**config.mk**
```make
export PLATFORM = sky130hd
export DESIGN_NAME = dlx_id_stage
export DESIGN_NICKNAME = d
export VERILOG_FILES = /design/src/verilog/dlx_pkg.sv /design/src/verilog/dlx_control.sv /design/src/verilog/dlx_jump_branch.sv /design/src/verilog/dlx_hazard_merge.sv /design/src/verilog/dlx_id_stage.sv
export SDC_FILE = /design/constraint.sdc
export NUM_CORES = 1
export LEC_CHECK = 0
export BUFFER_PORTS_ARGS = -buffer_cell sky130_fd_sc_hd__buf_2
export CAP_MARGIN = 20
export CORE_MARGIN = 4
export CORE_UTILIZATION = 35
export DETAILED_ROUTE_END_ITERATION = 10
export SLEW_MARGIN = 15
export SYNTH_ARGS = -nofsm -noshare
export SYNTH_HDL_FRONTEND = slang
export SYNTH_SLANG_ARGS = --single-unit
```
**constraint.sdc**
```tcl
create_clock -name clk -period 0.8 [get_ports clk]
set_input_delay 0.04 -clock clk [delete_from_list [all_inputs] [get_ports clk]]
set_output_delay 0.04 -clock clk [all_outputs]
set_load 0.05 [all_outputs]
```
**src/verilog/dlx_pkg.sv**
```systemverilog
package dlx_pkg;

   typedef logic [0:31] instr_t;   // Bit 0 is the MSB
   typedef logic [31:0] word_t;
   typedef logic [4:0]  reg_idx_t;
   typedef logic [0:5]  opcode_t;
   typedef logic [0:5]  func_t;
   typedef logic [4:0]  alu_op_t;

   // Primary opcodes that carry a function field
   localparam opcode_t SPECIAL = 6'h00;
   localparam opcode_t FPARITH = 6'h01;   // MULT and FP arithmetic

   localparam func_t ADD  = 6'h20;
   localparam func_t ADDU = 6'h21;
   localparam func_t SUB  = 6'h18;
   localparam func_t SUBU = 6'h19;
   localparam func_t XOR  = 6'h26;
   localparam func_t NOP  = 6'h15;

   localparam opcode_t ADDI  = 6'h08;
   localparam opcode_t ADDUI = 6'h09;
   localparam opcode_t SUBI  = 6'h0a;
   localparam opcode_t SUBUI = 6'h0b;
   localparam opcode_t SGEI  = 6'h1d;
   localparam opcode_t LHI   = 6'h0f;
   localparam opcode_t J     = 6'h02;
   localparam opcode_t JAL   = 6'h03;
   localparam opcode_t JR    = 6'h0c;
   localparam opcode_t JALR  = 6'h13;
   localparam opcode_t BEQZ  = 6'h04;
   localparam opcode_t BNEZ  = 6'h05;
   localparam opcode_t LW    = 6'h23;
   localparam opcode_t LH    = 6'h21;
   localparam opcode_t LB    = 6'h20;
   localparam opcode_t LBU   = 6'h24;
   localparam opcode_t SW    = 6'h2b;
   localparam opcode_t SH    = 6'h29;
   localparam opcode_t SB    = 6'h28;
   localparam opcode_t TRAP  = 6'h11;
   localparam opcode_t RFE   = 6'h10;

   localparam alu_op_t ALU_AND = 5'd0;
   localparam alu_op_t ALU_OR  = 5'd1;
   localparam alu_op_t ALU_ADD = 5'd2;
   localparam alu_op_t ALU_SUB = 5'd3;
   localparam alu_op_t ALU_XOR = 5'd4;
   localparam alu_op_t ALU_SGE = 5'd9;

   typedef struct packed {
      logic     reg_wr;
      reg_idx_t reg_dst;
      reg_idx_t rs2_sel;
      logic     ext_op;       // Sign extend when set
      logic     alu_src;      // Register operand when set
      alu_op_t  alu_op;
      logic     mem_wr;
      logic     mem_to_reg;
      logic     is_load;      // LW, LH or LB
   } ctrl_t;

   typedef struct packed {
      logic  take;
      word_t target;
   } br_t;

endpackage

```
**src/verilog/dlx_control.sv**
```systemverilog
module dlx_control import dlx_pkg::*; (
   input  instr_t instr,
   output ctrl_t  ctrl
);

   opcode_t  opcode;
   func_t    func;
   reg_idx_t rs2_field;
   reg_idx_t rd_field;
   logic     r_type;
   logic     j_type;
   logic     i_type;
   logic     load_op;
   logic     store_op;
   logic     no_write;
   alu_op_t  alu_op;

   assign opcode    = instr[0:5];
   assign rs2_field = instr[11:15];
   assign rd_field  = instr[16:20];
   assign func      = instr[26:31];

   // NOP shares opcode 0 but is not treated as R-type
   assign r_type = ((opcode == SPECIAL) && (func != NOP)) ||
                   (opcode == FPARITH);

   // Unconditional jumps only, branches are I-type
   assign j_type = (opcode == J)   ||
                   (opcode == JAL) ||
                   (opcode == RFE) ||
                   (opcode == TRAP);

   assign i_type = !r_type && !j_type;

   assign load_op = (opcode == LW) ||
                    (opcode == LH) ||
                    (opcode == LB);

   assign store_op = (opcode == SW) ||
                     (opcode == SH) ||
                     (opcode == SB);

   // I-type forms with no destination register
   assign no_write = (opcode == BEQZ) ||
                     (opcode == BNEZ) ||
                     (opcode == JR)   ||
                     (opcode == JALR) ||
                     store_op;

   always_comb begin
      alu_op = '0;   // No ALU use
      if ((opcode == ADDI) || (opcode == ADDUI) ||
          (opcode == LW)   || (opcode == LB)    ||
          (opcode == SW)   || (opcode == SB)    ||
          ((opcode == SPECIAL) && ((func == ADD) || (func == ADDU)))) begin
         alu_op = ALU_ADD;
      end else if ((opcode == SUBI) || (opcode == SUBUI) ||
                   ((opcode == SPECIAL) && ((func == SUB) || (func == SUBU)))) begin
         alu_op = ALU_SUB;
      end else if ((opcode == SPECIAL) && (func == XOR)) begin
         alu_op = ALU_XOR;
      end else if (opcode == SGEI) begin
         alu_op = ALU_SGE;
      end
   end

   always_comb begin
      ctrl.reg_wr     = r_type || (i_type && !no_write);
      ctrl.reg_dst    = i_type ? rs2_field : rd_field;
      ctrl.rs2_sel    = rs2_field;
      ctrl.ext_op     = (opcode == SUBI) ||
                        (opcode == ADDI) ||
                        (opcode == SGEI) ||
                        load_op          ||
                        store_op;
      ctrl.alu_src    = r_type;
      ctrl.alu_op     = alu_op;
      ctrl.mem_wr     = (opcode == SW) || (opcode == SB);
      ctrl.mem_to_reg = (opcode == LW);   // LH and LB go through the ALU path
      ctrl.is_load    = load_op;
   end

   always_comb begin : p_type_check
      a_type_excl: assert (!(r_type && j_type))
         else $error("instruction classed as both R-type and J-type");
   end

endmodule

```
**src/verilog/dlx_jump_branch.sv**
```systemverilog
module dlx_jump_branch import dlx_pkg::*; (
   input  instr_t instr,
   input  word_t  rs1,
   input  word_t  pc_plus_four,
   output br_t    br
);

   opcode_t opcode;
   word_t   off26;
   word_t   off16;
   word_t   rel26_target;
   word_t   rel16_target;
   logic    rs1_zero;

   assign opcode = instr[0:5];

   assign off26 = {{6{instr[6]}}, instr[6:31]};
   assign off16 = {{16{instr[16]}}, instr[16:31]};

   assign rel26_target = pc_plus_four + off26;
   assign rel16_target = pc_plus_four + off16;

   assign rs1_zero = (rs1 == '0);

   always_comb begin
      br.take   = 1'b0;
      br.target = pc_plus_four;   // Fall through
      case (opcode)
         J, JAL: begin
            br.take   = 1'b1;
            br.target = rel26_target;
         end
         JR, JALR: begin
            br.take   = 1'b1;
            br.target = rs1;
         end
         BEQZ: begin
            br.take   = rs1_zero;
            br.target = rel16_target;
         end
         BNEZ: begin
            br.take   = !rs1_zero;
            br.target = rel16_target;
         end
         default: begin
            br.take   = 1'b0;
            br.target = pc_plus_four;
         end
      endcase
   end

endmodule

```
**src/verilog/dlx_hazard_merge.sv**
```systemverilog
module dlx_hazard_merge import dlx_pkg::*; #(
   parameter int KILL_SLOTS = 1
) (
   input  logic  clk,
   input  logic  arst_n,
   input  ctrl_t ctrl_in,
   input  br_t   br_in,
   output ctrl_t ctrl,
   output br_t   branch,
   output logic  stall,
   output logic  kill_next
);

   localparam int CNT_W = $clog2(KILL_SLOTS + 1);

   typedef logic [CNT_W-1:0] kill_cnt_t;

   kill_cnt_t kill_cnt;   // Instructions still to suppress
   logic      killed;
   logic      load_hit;
   ctrl_t     ctrl_d;
   br_t       branch_d;

   if ((KILL_SLOTS < 1) || (KILL_SLOTS > 2)) begin : g_bad_slots
      $error("KILL_SLOTS must be 1 or 2");
   end

   assign killed   = (kill_cnt != '0);
   assign load_hit = ctrl_in.is_load && !killed;

   // Only side effects are dropped
   always_comb begin
      ctrl_d   = ctrl_in;
      branch_d = br_in;
      if (killed) begin
         ctrl_d.reg_wr     = 1'b0;
         ctrl_d.mem_wr     = 1'b0;
         ctrl_d.mem_to_reg = 1'b0;
         ctrl_d.is_load    = 1'b0;
         branch_d.take     = 1'b0;
      end
   end

   always_ff @(posedge clk or negedge arst_n) begin
      if (!arst_n) begin
         kill_cnt  <= '0;
         ctrl      <= '0;
         branch    <= '0;
         stall     <= 1'b0;
         kill_next <= 1'b0;
      end else begin
         ctrl      <= ctrl_d;
         branch    <= branch_d;
         stall     <= load_hit;
         kill_next <= load_hit;
         if (load_hit) begin
            kill_cnt <= kill_cnt_t'(KILL_SLOTS);
         end else if (killed) begin
            kill_cnt <= kill_cnt - kill_cnt_t'(1);
         end
      end
   end

   // The slot after a load is killed and cannot stall
   a_no_stall_killed: assert property (
      @(posedge clk) disable iff (!arst_n) stall |=> !stall)
      else $error("stall raised in the slot after a load");

   a_mem_excl: assert property (
      @(posedge clk) disable iff (!arst_n) !(ctrl.mem_wr && ctrl.mem_to_reg))
      else $error("mem_wr and mem_to_reg both set");

endmodule

```
**src/verilog/dlx_id_stage.sv**
```systemverilog
module dlx_id_stage import dlx_pkg::*; #(
   parameter int KILL_SLOTS = 1   // Instructions suppressed after a load
) (
   input  logic   clk,
   input  logic   arst_n,
   input  instr_t instr,
   input  word_t  rs1,
   input  word_t  pc_plus_four,
   output ctrl_t  ctrl,
   output br_t    branch,
   output logic   stall,
   output logic   kill_next
);

   ctrl_t dec_ctrl;
   br_t   dec_br;

   dlx_control i_dlx_control (
      .instr (instr),
      .ctrl  (dec_ctrl)
   );

   dlx_jump_branch i_dlx_jump_branch (
      .instr        (instr),
      .rs1          (rs1),
      .pc_plus_four (pc_plus_four),
      .br           (dec_br)
   );

   dlx_hazard_merge #(
      .KILL_SLOTS (KILL_SLOTS)
   ) i_dlx_hazard_merge (
      .clk       (clk),
      .arst_n    (arst_n),
      .ctrl_in   (dec_ctrl),
      .br_in     (dec_br),
      .ctrl      (ctrl),
      .branch    (branch),
      .stall     (stall),
      .kill_next (kill_next)
   );

endmodule

```
Word level (Yosys, flattened, before mapping). Index checks and enable logic that the tools add are counted.

Reduce and logical (&&, ||, !) cells: 44. Equality and inequality tests: 26. Add/sub/neg operators: 3. Multiplexer cells: 11.

Operators by type and width (count): $pmux 33 s4 (1); $add 32x32->32 (2); $eq 6x6->1 const B (9); $eq 6x5->1 const B (6); $logic_not 32->1 (1); $eq 6x4->1 const B (5); $logic_or 1x1->1 (28); $mux 5 (4); $eq 6x2->1 const B (2); $eq 6x3->1 const B (2); $logic_and 1x1->1 (7); $eq 6x1->1 const B (1); $logic_not 6->1 (1); $ne 6x5->1 const B (1); $logic_not 1->1 (5); $mux 1 (4); $mux 4 (1); $reduce_or 2->1 (2); $mux 3 (1); $sub 1x1->1 const B (1).

Bits of input ports: 98. Bits in registers: 56. Output and inout bits: 56. Word-level logic and storage cells: 97.

Longest topological paths before layout.
Depth after elaboration: 9. Depth in mapped cells: 12. Depth with buffers taken out: 12.

Cells and area by module. From an unflattened synthesis, not the netlist that was laid out.

Cells, all modules: 644. Area total of the unflattened synthesis: 5327.6 um^2.

By module, submodules not included: dlx_jump_branch (instances 1, area an instance 3355.7 um^2, cells an instance 504, sequential area each 0.0 um^2); dlx_hazard_merge (instances 1, area an instance 1397.6 um^2, cells an instance 61, sequential area each 1351.3 um^2); dlx_control (instances 1, area an instance 574.3 um^2, cells an instance 79, sequential area each 0.0 um^2).

Worst setup path after synthesis. OpenSTA, ideal clock, no wires.

Kind: input-to-reg. Start point: input instr[0]. End point: register, netlist name i_dlx_hazard_merge.branch[28]. Stages on the path: 12. Data arrival time: 2.138 ns. Data required time: 0.658 ns. Path buffers: 0. Library setup time: 0.142 ns. Slack: -1.479 ns. Cell sequence: ha_1 inv_1 fa_1 nand2b_1 a21oi_1 o211ai_2 o211ai_2 a41oi_2 o31ai_1 a21oi_1 xor2_1 o221ai_1.

RTL lines: start: declaration (line dlx_id_stage.sv:6) `input instr_t instr,`.

==> reports/qor.txt <==
Reg2reg path depth: 2
Max_cap viols: 0
Most frequent cells in the layout: 234 x buf_4, 91 x buf_6, 78 x buf_2
Detailed Routing Iterations Pass 1: 7
Core area: 13,900 um2
Full die area: 16,300 um2
Layer with the highest usage: met2
Setup crit start: pc_plus_four[3]
Status: finished, violations left
Number of synthesized flops with an enable pin: 0
Seq/Total Area, Yosys: 0.265
P per Cell Area: 1240 nW/um2
Core Rows: 43
Period minus WS final: 2.13 ns
Netlist Area Pre-Place: 5000 um2
FF/Latch Area: 1330 um2
Fin crit share: 2.67
Antenna Diode Count: 0
Htree depth: 2
Final Hold Viols: 0
Unrepaired setup endpoints after global routing: yes
Layout cells sized above 1: 0.596
CTS tree: done
Met2 GRT Util: 0.501
CTS Buf Count: 5
Die Height: 128 um
Vias in the first global route: 6,909
Filler cell count: 950
CTS sink cnt: 53
Min-delay worst type: primary input to flip-flop
Slowest cell delay on critical path: 0.33 ns
Max Buffers Root-to-Sink: 2
First-pass GRT wire length: 36.4 mm
Drt via density: 5.60
Worst flop-to-flop path startpoint: i_dlx_hazard_merge.ctrl[0]$_DFF_PN0_
Failing checks: setup timing
Routed Antenna Nets: 0
Comb pwr share: 0.560
Setup Skew: 0.00872 ns
Starting Density: 0.359
Max Slew Vio Count: 0
Initial antenna violation count: 0
Placer Congestion: 0.937
Worst-path clk slew: 0.08 ns
Clk pwr share: 0.204
P_sw: 4.81 mW
CP Data Required Time: 0.96 ns
Root buffer cell: clkbuf_16
Ys async rst share: 1.00
Cell variety after synth: 68
Synth warn: 0
Peak supply drop: 0.000813 V
Worst Path Arrival: 2.29 ns
Sequential Power Share: 0.237
Fmax achieved: 469 MHz
CP dominant cell by count: o211ai_1
Final net count: 1,148
Total gr overflow: 0
Min Hold Slack: 0.0172 ns
Synthesized area per cell: 8.46 um2
DP HPWL: 17.3 mm
CP endpoint kind: flip-flop
Pint: 7.75 mW
I/O pins: 154
DR iter-0 viols: 635
Syn Inst Count: 591
Min-delay src: rs1[0]
WL per Instance: 20.0 um
Die X: 128 um
CP max-delay cell: o211ai_4
Worst Hold Path Cells: 3
Inst Count DP: 1,127
Vias: 6,628
Setup violations, final: 101
Clk_lat worst skew: 0.30 ns
Final WL: 23.7 mm
Synthesized flop and latch total: 53
CP startpoint kind: primary input
Commonest non-fill, non-tap cell in the layout: buf_4
Ys flop type: dfrtp_1
Max FO, Critical Path: 6
Met1 GRT Util: 0.356
Switch share: 0.383
Pin count of the biggest net entering global routing: 18
Static leakage: 4.66 nW
Final cell count without fillers: 1,184
Worst path cell trace: buf_8 > ha_4 > o211ai_1 > a21oi_4 > o211ai_4 > buf_6 > o211ai_1 > a21o_1 > a2111oi_4 > nor2_1 > xnor2_1 > o21ai_0
WS Path Type: primary input to flip-flop
Gr usage total: 0.280
Drt drc: 0
I/O Buffers: 152
Layout overhead on the synthesized area: 102%
Final worst slack: -1.33 ns
GR Layer Usage met3: 0.0293
Multi-input gate area: 4620 um2
Syn_nets: 736
==> per-stage QoR <==
stage / TNS, ns / total power [mW] / instance area (um2) / utilization / setup slack, ns
final: -38.55 / 12.6 / 10100 / 0.724 / -1.33
after detailed placement: -51.60 / 8.56 / 8130 / 0.584 / -1.69
after global placement: -50.40 / 8.47 / 8130 / 0.584 / -1.69
after global routing: -43.14 / 13.1 / 10100 / 0.724 / -1.44
after floorplan: -31.95 / 6.22 / 5630 / - / -1.30
after CTS: -36.35 / 12.0 / 9630 / 0.691 / -1.25
==> cells in the mapped netlist, drive strengths merged, types with 6 or more instances <==
library cell	n	area, um2
a21oi	53	277
a22oi	16	120
nand3	15	80.1
dfrtp	53	1330
nand2	41	154
ha	46	576
nor2b	6	37.5
xnor2	17	149
a221oi	9	91.3
nand2b	11	68.8
o211ai	9	77.6
inv	14	52.6
buf	7	41.3
a2111oi	6	77.6
o21ai	49	253
o22ai	6	37.5
a31oi	8	50.1
nand4	6	37.5
nor4	11	75.1
nor3	17	90.1
a21o	23	173
nor2	40	150
xor2	29	254
and3	12	75.1
clkbuf	23	87.6
==> final timing paths <==
kind	slack, ns	endpoint
setup reg to reg	-0.20	i_dlx_hazard_merge.ctrl[20]$_DFF_PN0_
hold / removal	0.02	i_dlx_hazard_merge.branch[0]$_DFF_PN0_
min in group asynchronous	0.13	i_dlx_hazard_merge.ctrl[10]$_DFF_PN0_
setup / recovery	-1.33	i_dlx_hazard_merge.branch[18]$_DFF_PN0_
max in group asynchronous	0.15	i_dlx_hazard_merge.branch[28]$_DFF_PN0_
hold reg to reg	0.58	i_dlx_hazard_merge.ctrl[20]$_DFF_PN0_
==> critical path, delay by kind of cell <==
family                   cells  cell delay [ns]
AO/OA/AOI/OAI                7             1.42
XOR/XNOR                     1             0.22
adder cells (fa/ha/maj)      1             0.24
buffers and inverters        2             0.25
AND/OR/NAND/NOR              1             0.11
==> layer usage <==
| layer | vias up | share of wire |
|---|---|---|
| met3 | 53 | 0.048 |
| met5 | - | 0 |
| met1 | 3223 | 0.41 |
| met4 | 0 | 0.023 |
| met2 | 278 | 0.52 |
| li1 | 3074 | - |
==> registers in the layout (all words and copies together), names as in the netlist <==
signal                     cells
i_dlx_hazard_merge.branch     33
i_dlx_hazard_merge.ctrl       20
==> kinds of logic (layout without fill, tap and decap cells) <==
family / Yosys count / in the layout / synth area share
other: 1 / 1 / 0.000750
multiplexers: 7 / 7 / 0.0153
adder cells (fa/ha/maj): 47 / 47 / 0.119
XOR/XNOR: 46 / 46 / 0.0806
flip-flops: 53 / 53 / 0.265
AO/OA/AOI/OAI: 219 / 219 / 0.307
buffers and inverters: 44 / 457 / 0.0363
AND/OR/NAND/NOR: 174 / 174 / 0.176
==> layout make-up <==
type | instances | share of cell area
multi-input cells | 494 | 0.457
repair buffers | 435 | 0.367
flip-flops and latches | 53 | 0.132
well taps | 180 | 0.0223
clock buffers | 6 | 0.0128
inverters | 14 | 0.00521
clock inverters | 2 | 0.00384
==> power groups by stage <==
stage / logic (mW) / clock network [mW] / registers, mW
finish: 7.03 / 2.56 / 2.97
global route: 7.45 / 2.69 / 2.99
CTS: 6.44 / 2.59 / 2.97
detailed placement: 5.58 / 0 / 2.98
global placement: 5.50 / 0 / 2.97
floorplan: 2.55 / 0 / 3.67
==> what timing repair did <==
action	CTS	global route
setup endpoints to repair	101	102
hold buffers	7	0
buffers inserted	26	20
pin swaps	70	57
resized for setup	243	75
gates cloned	4	0
hold endpoints to repair	24	0
Power figures use the tool's default switching activity.
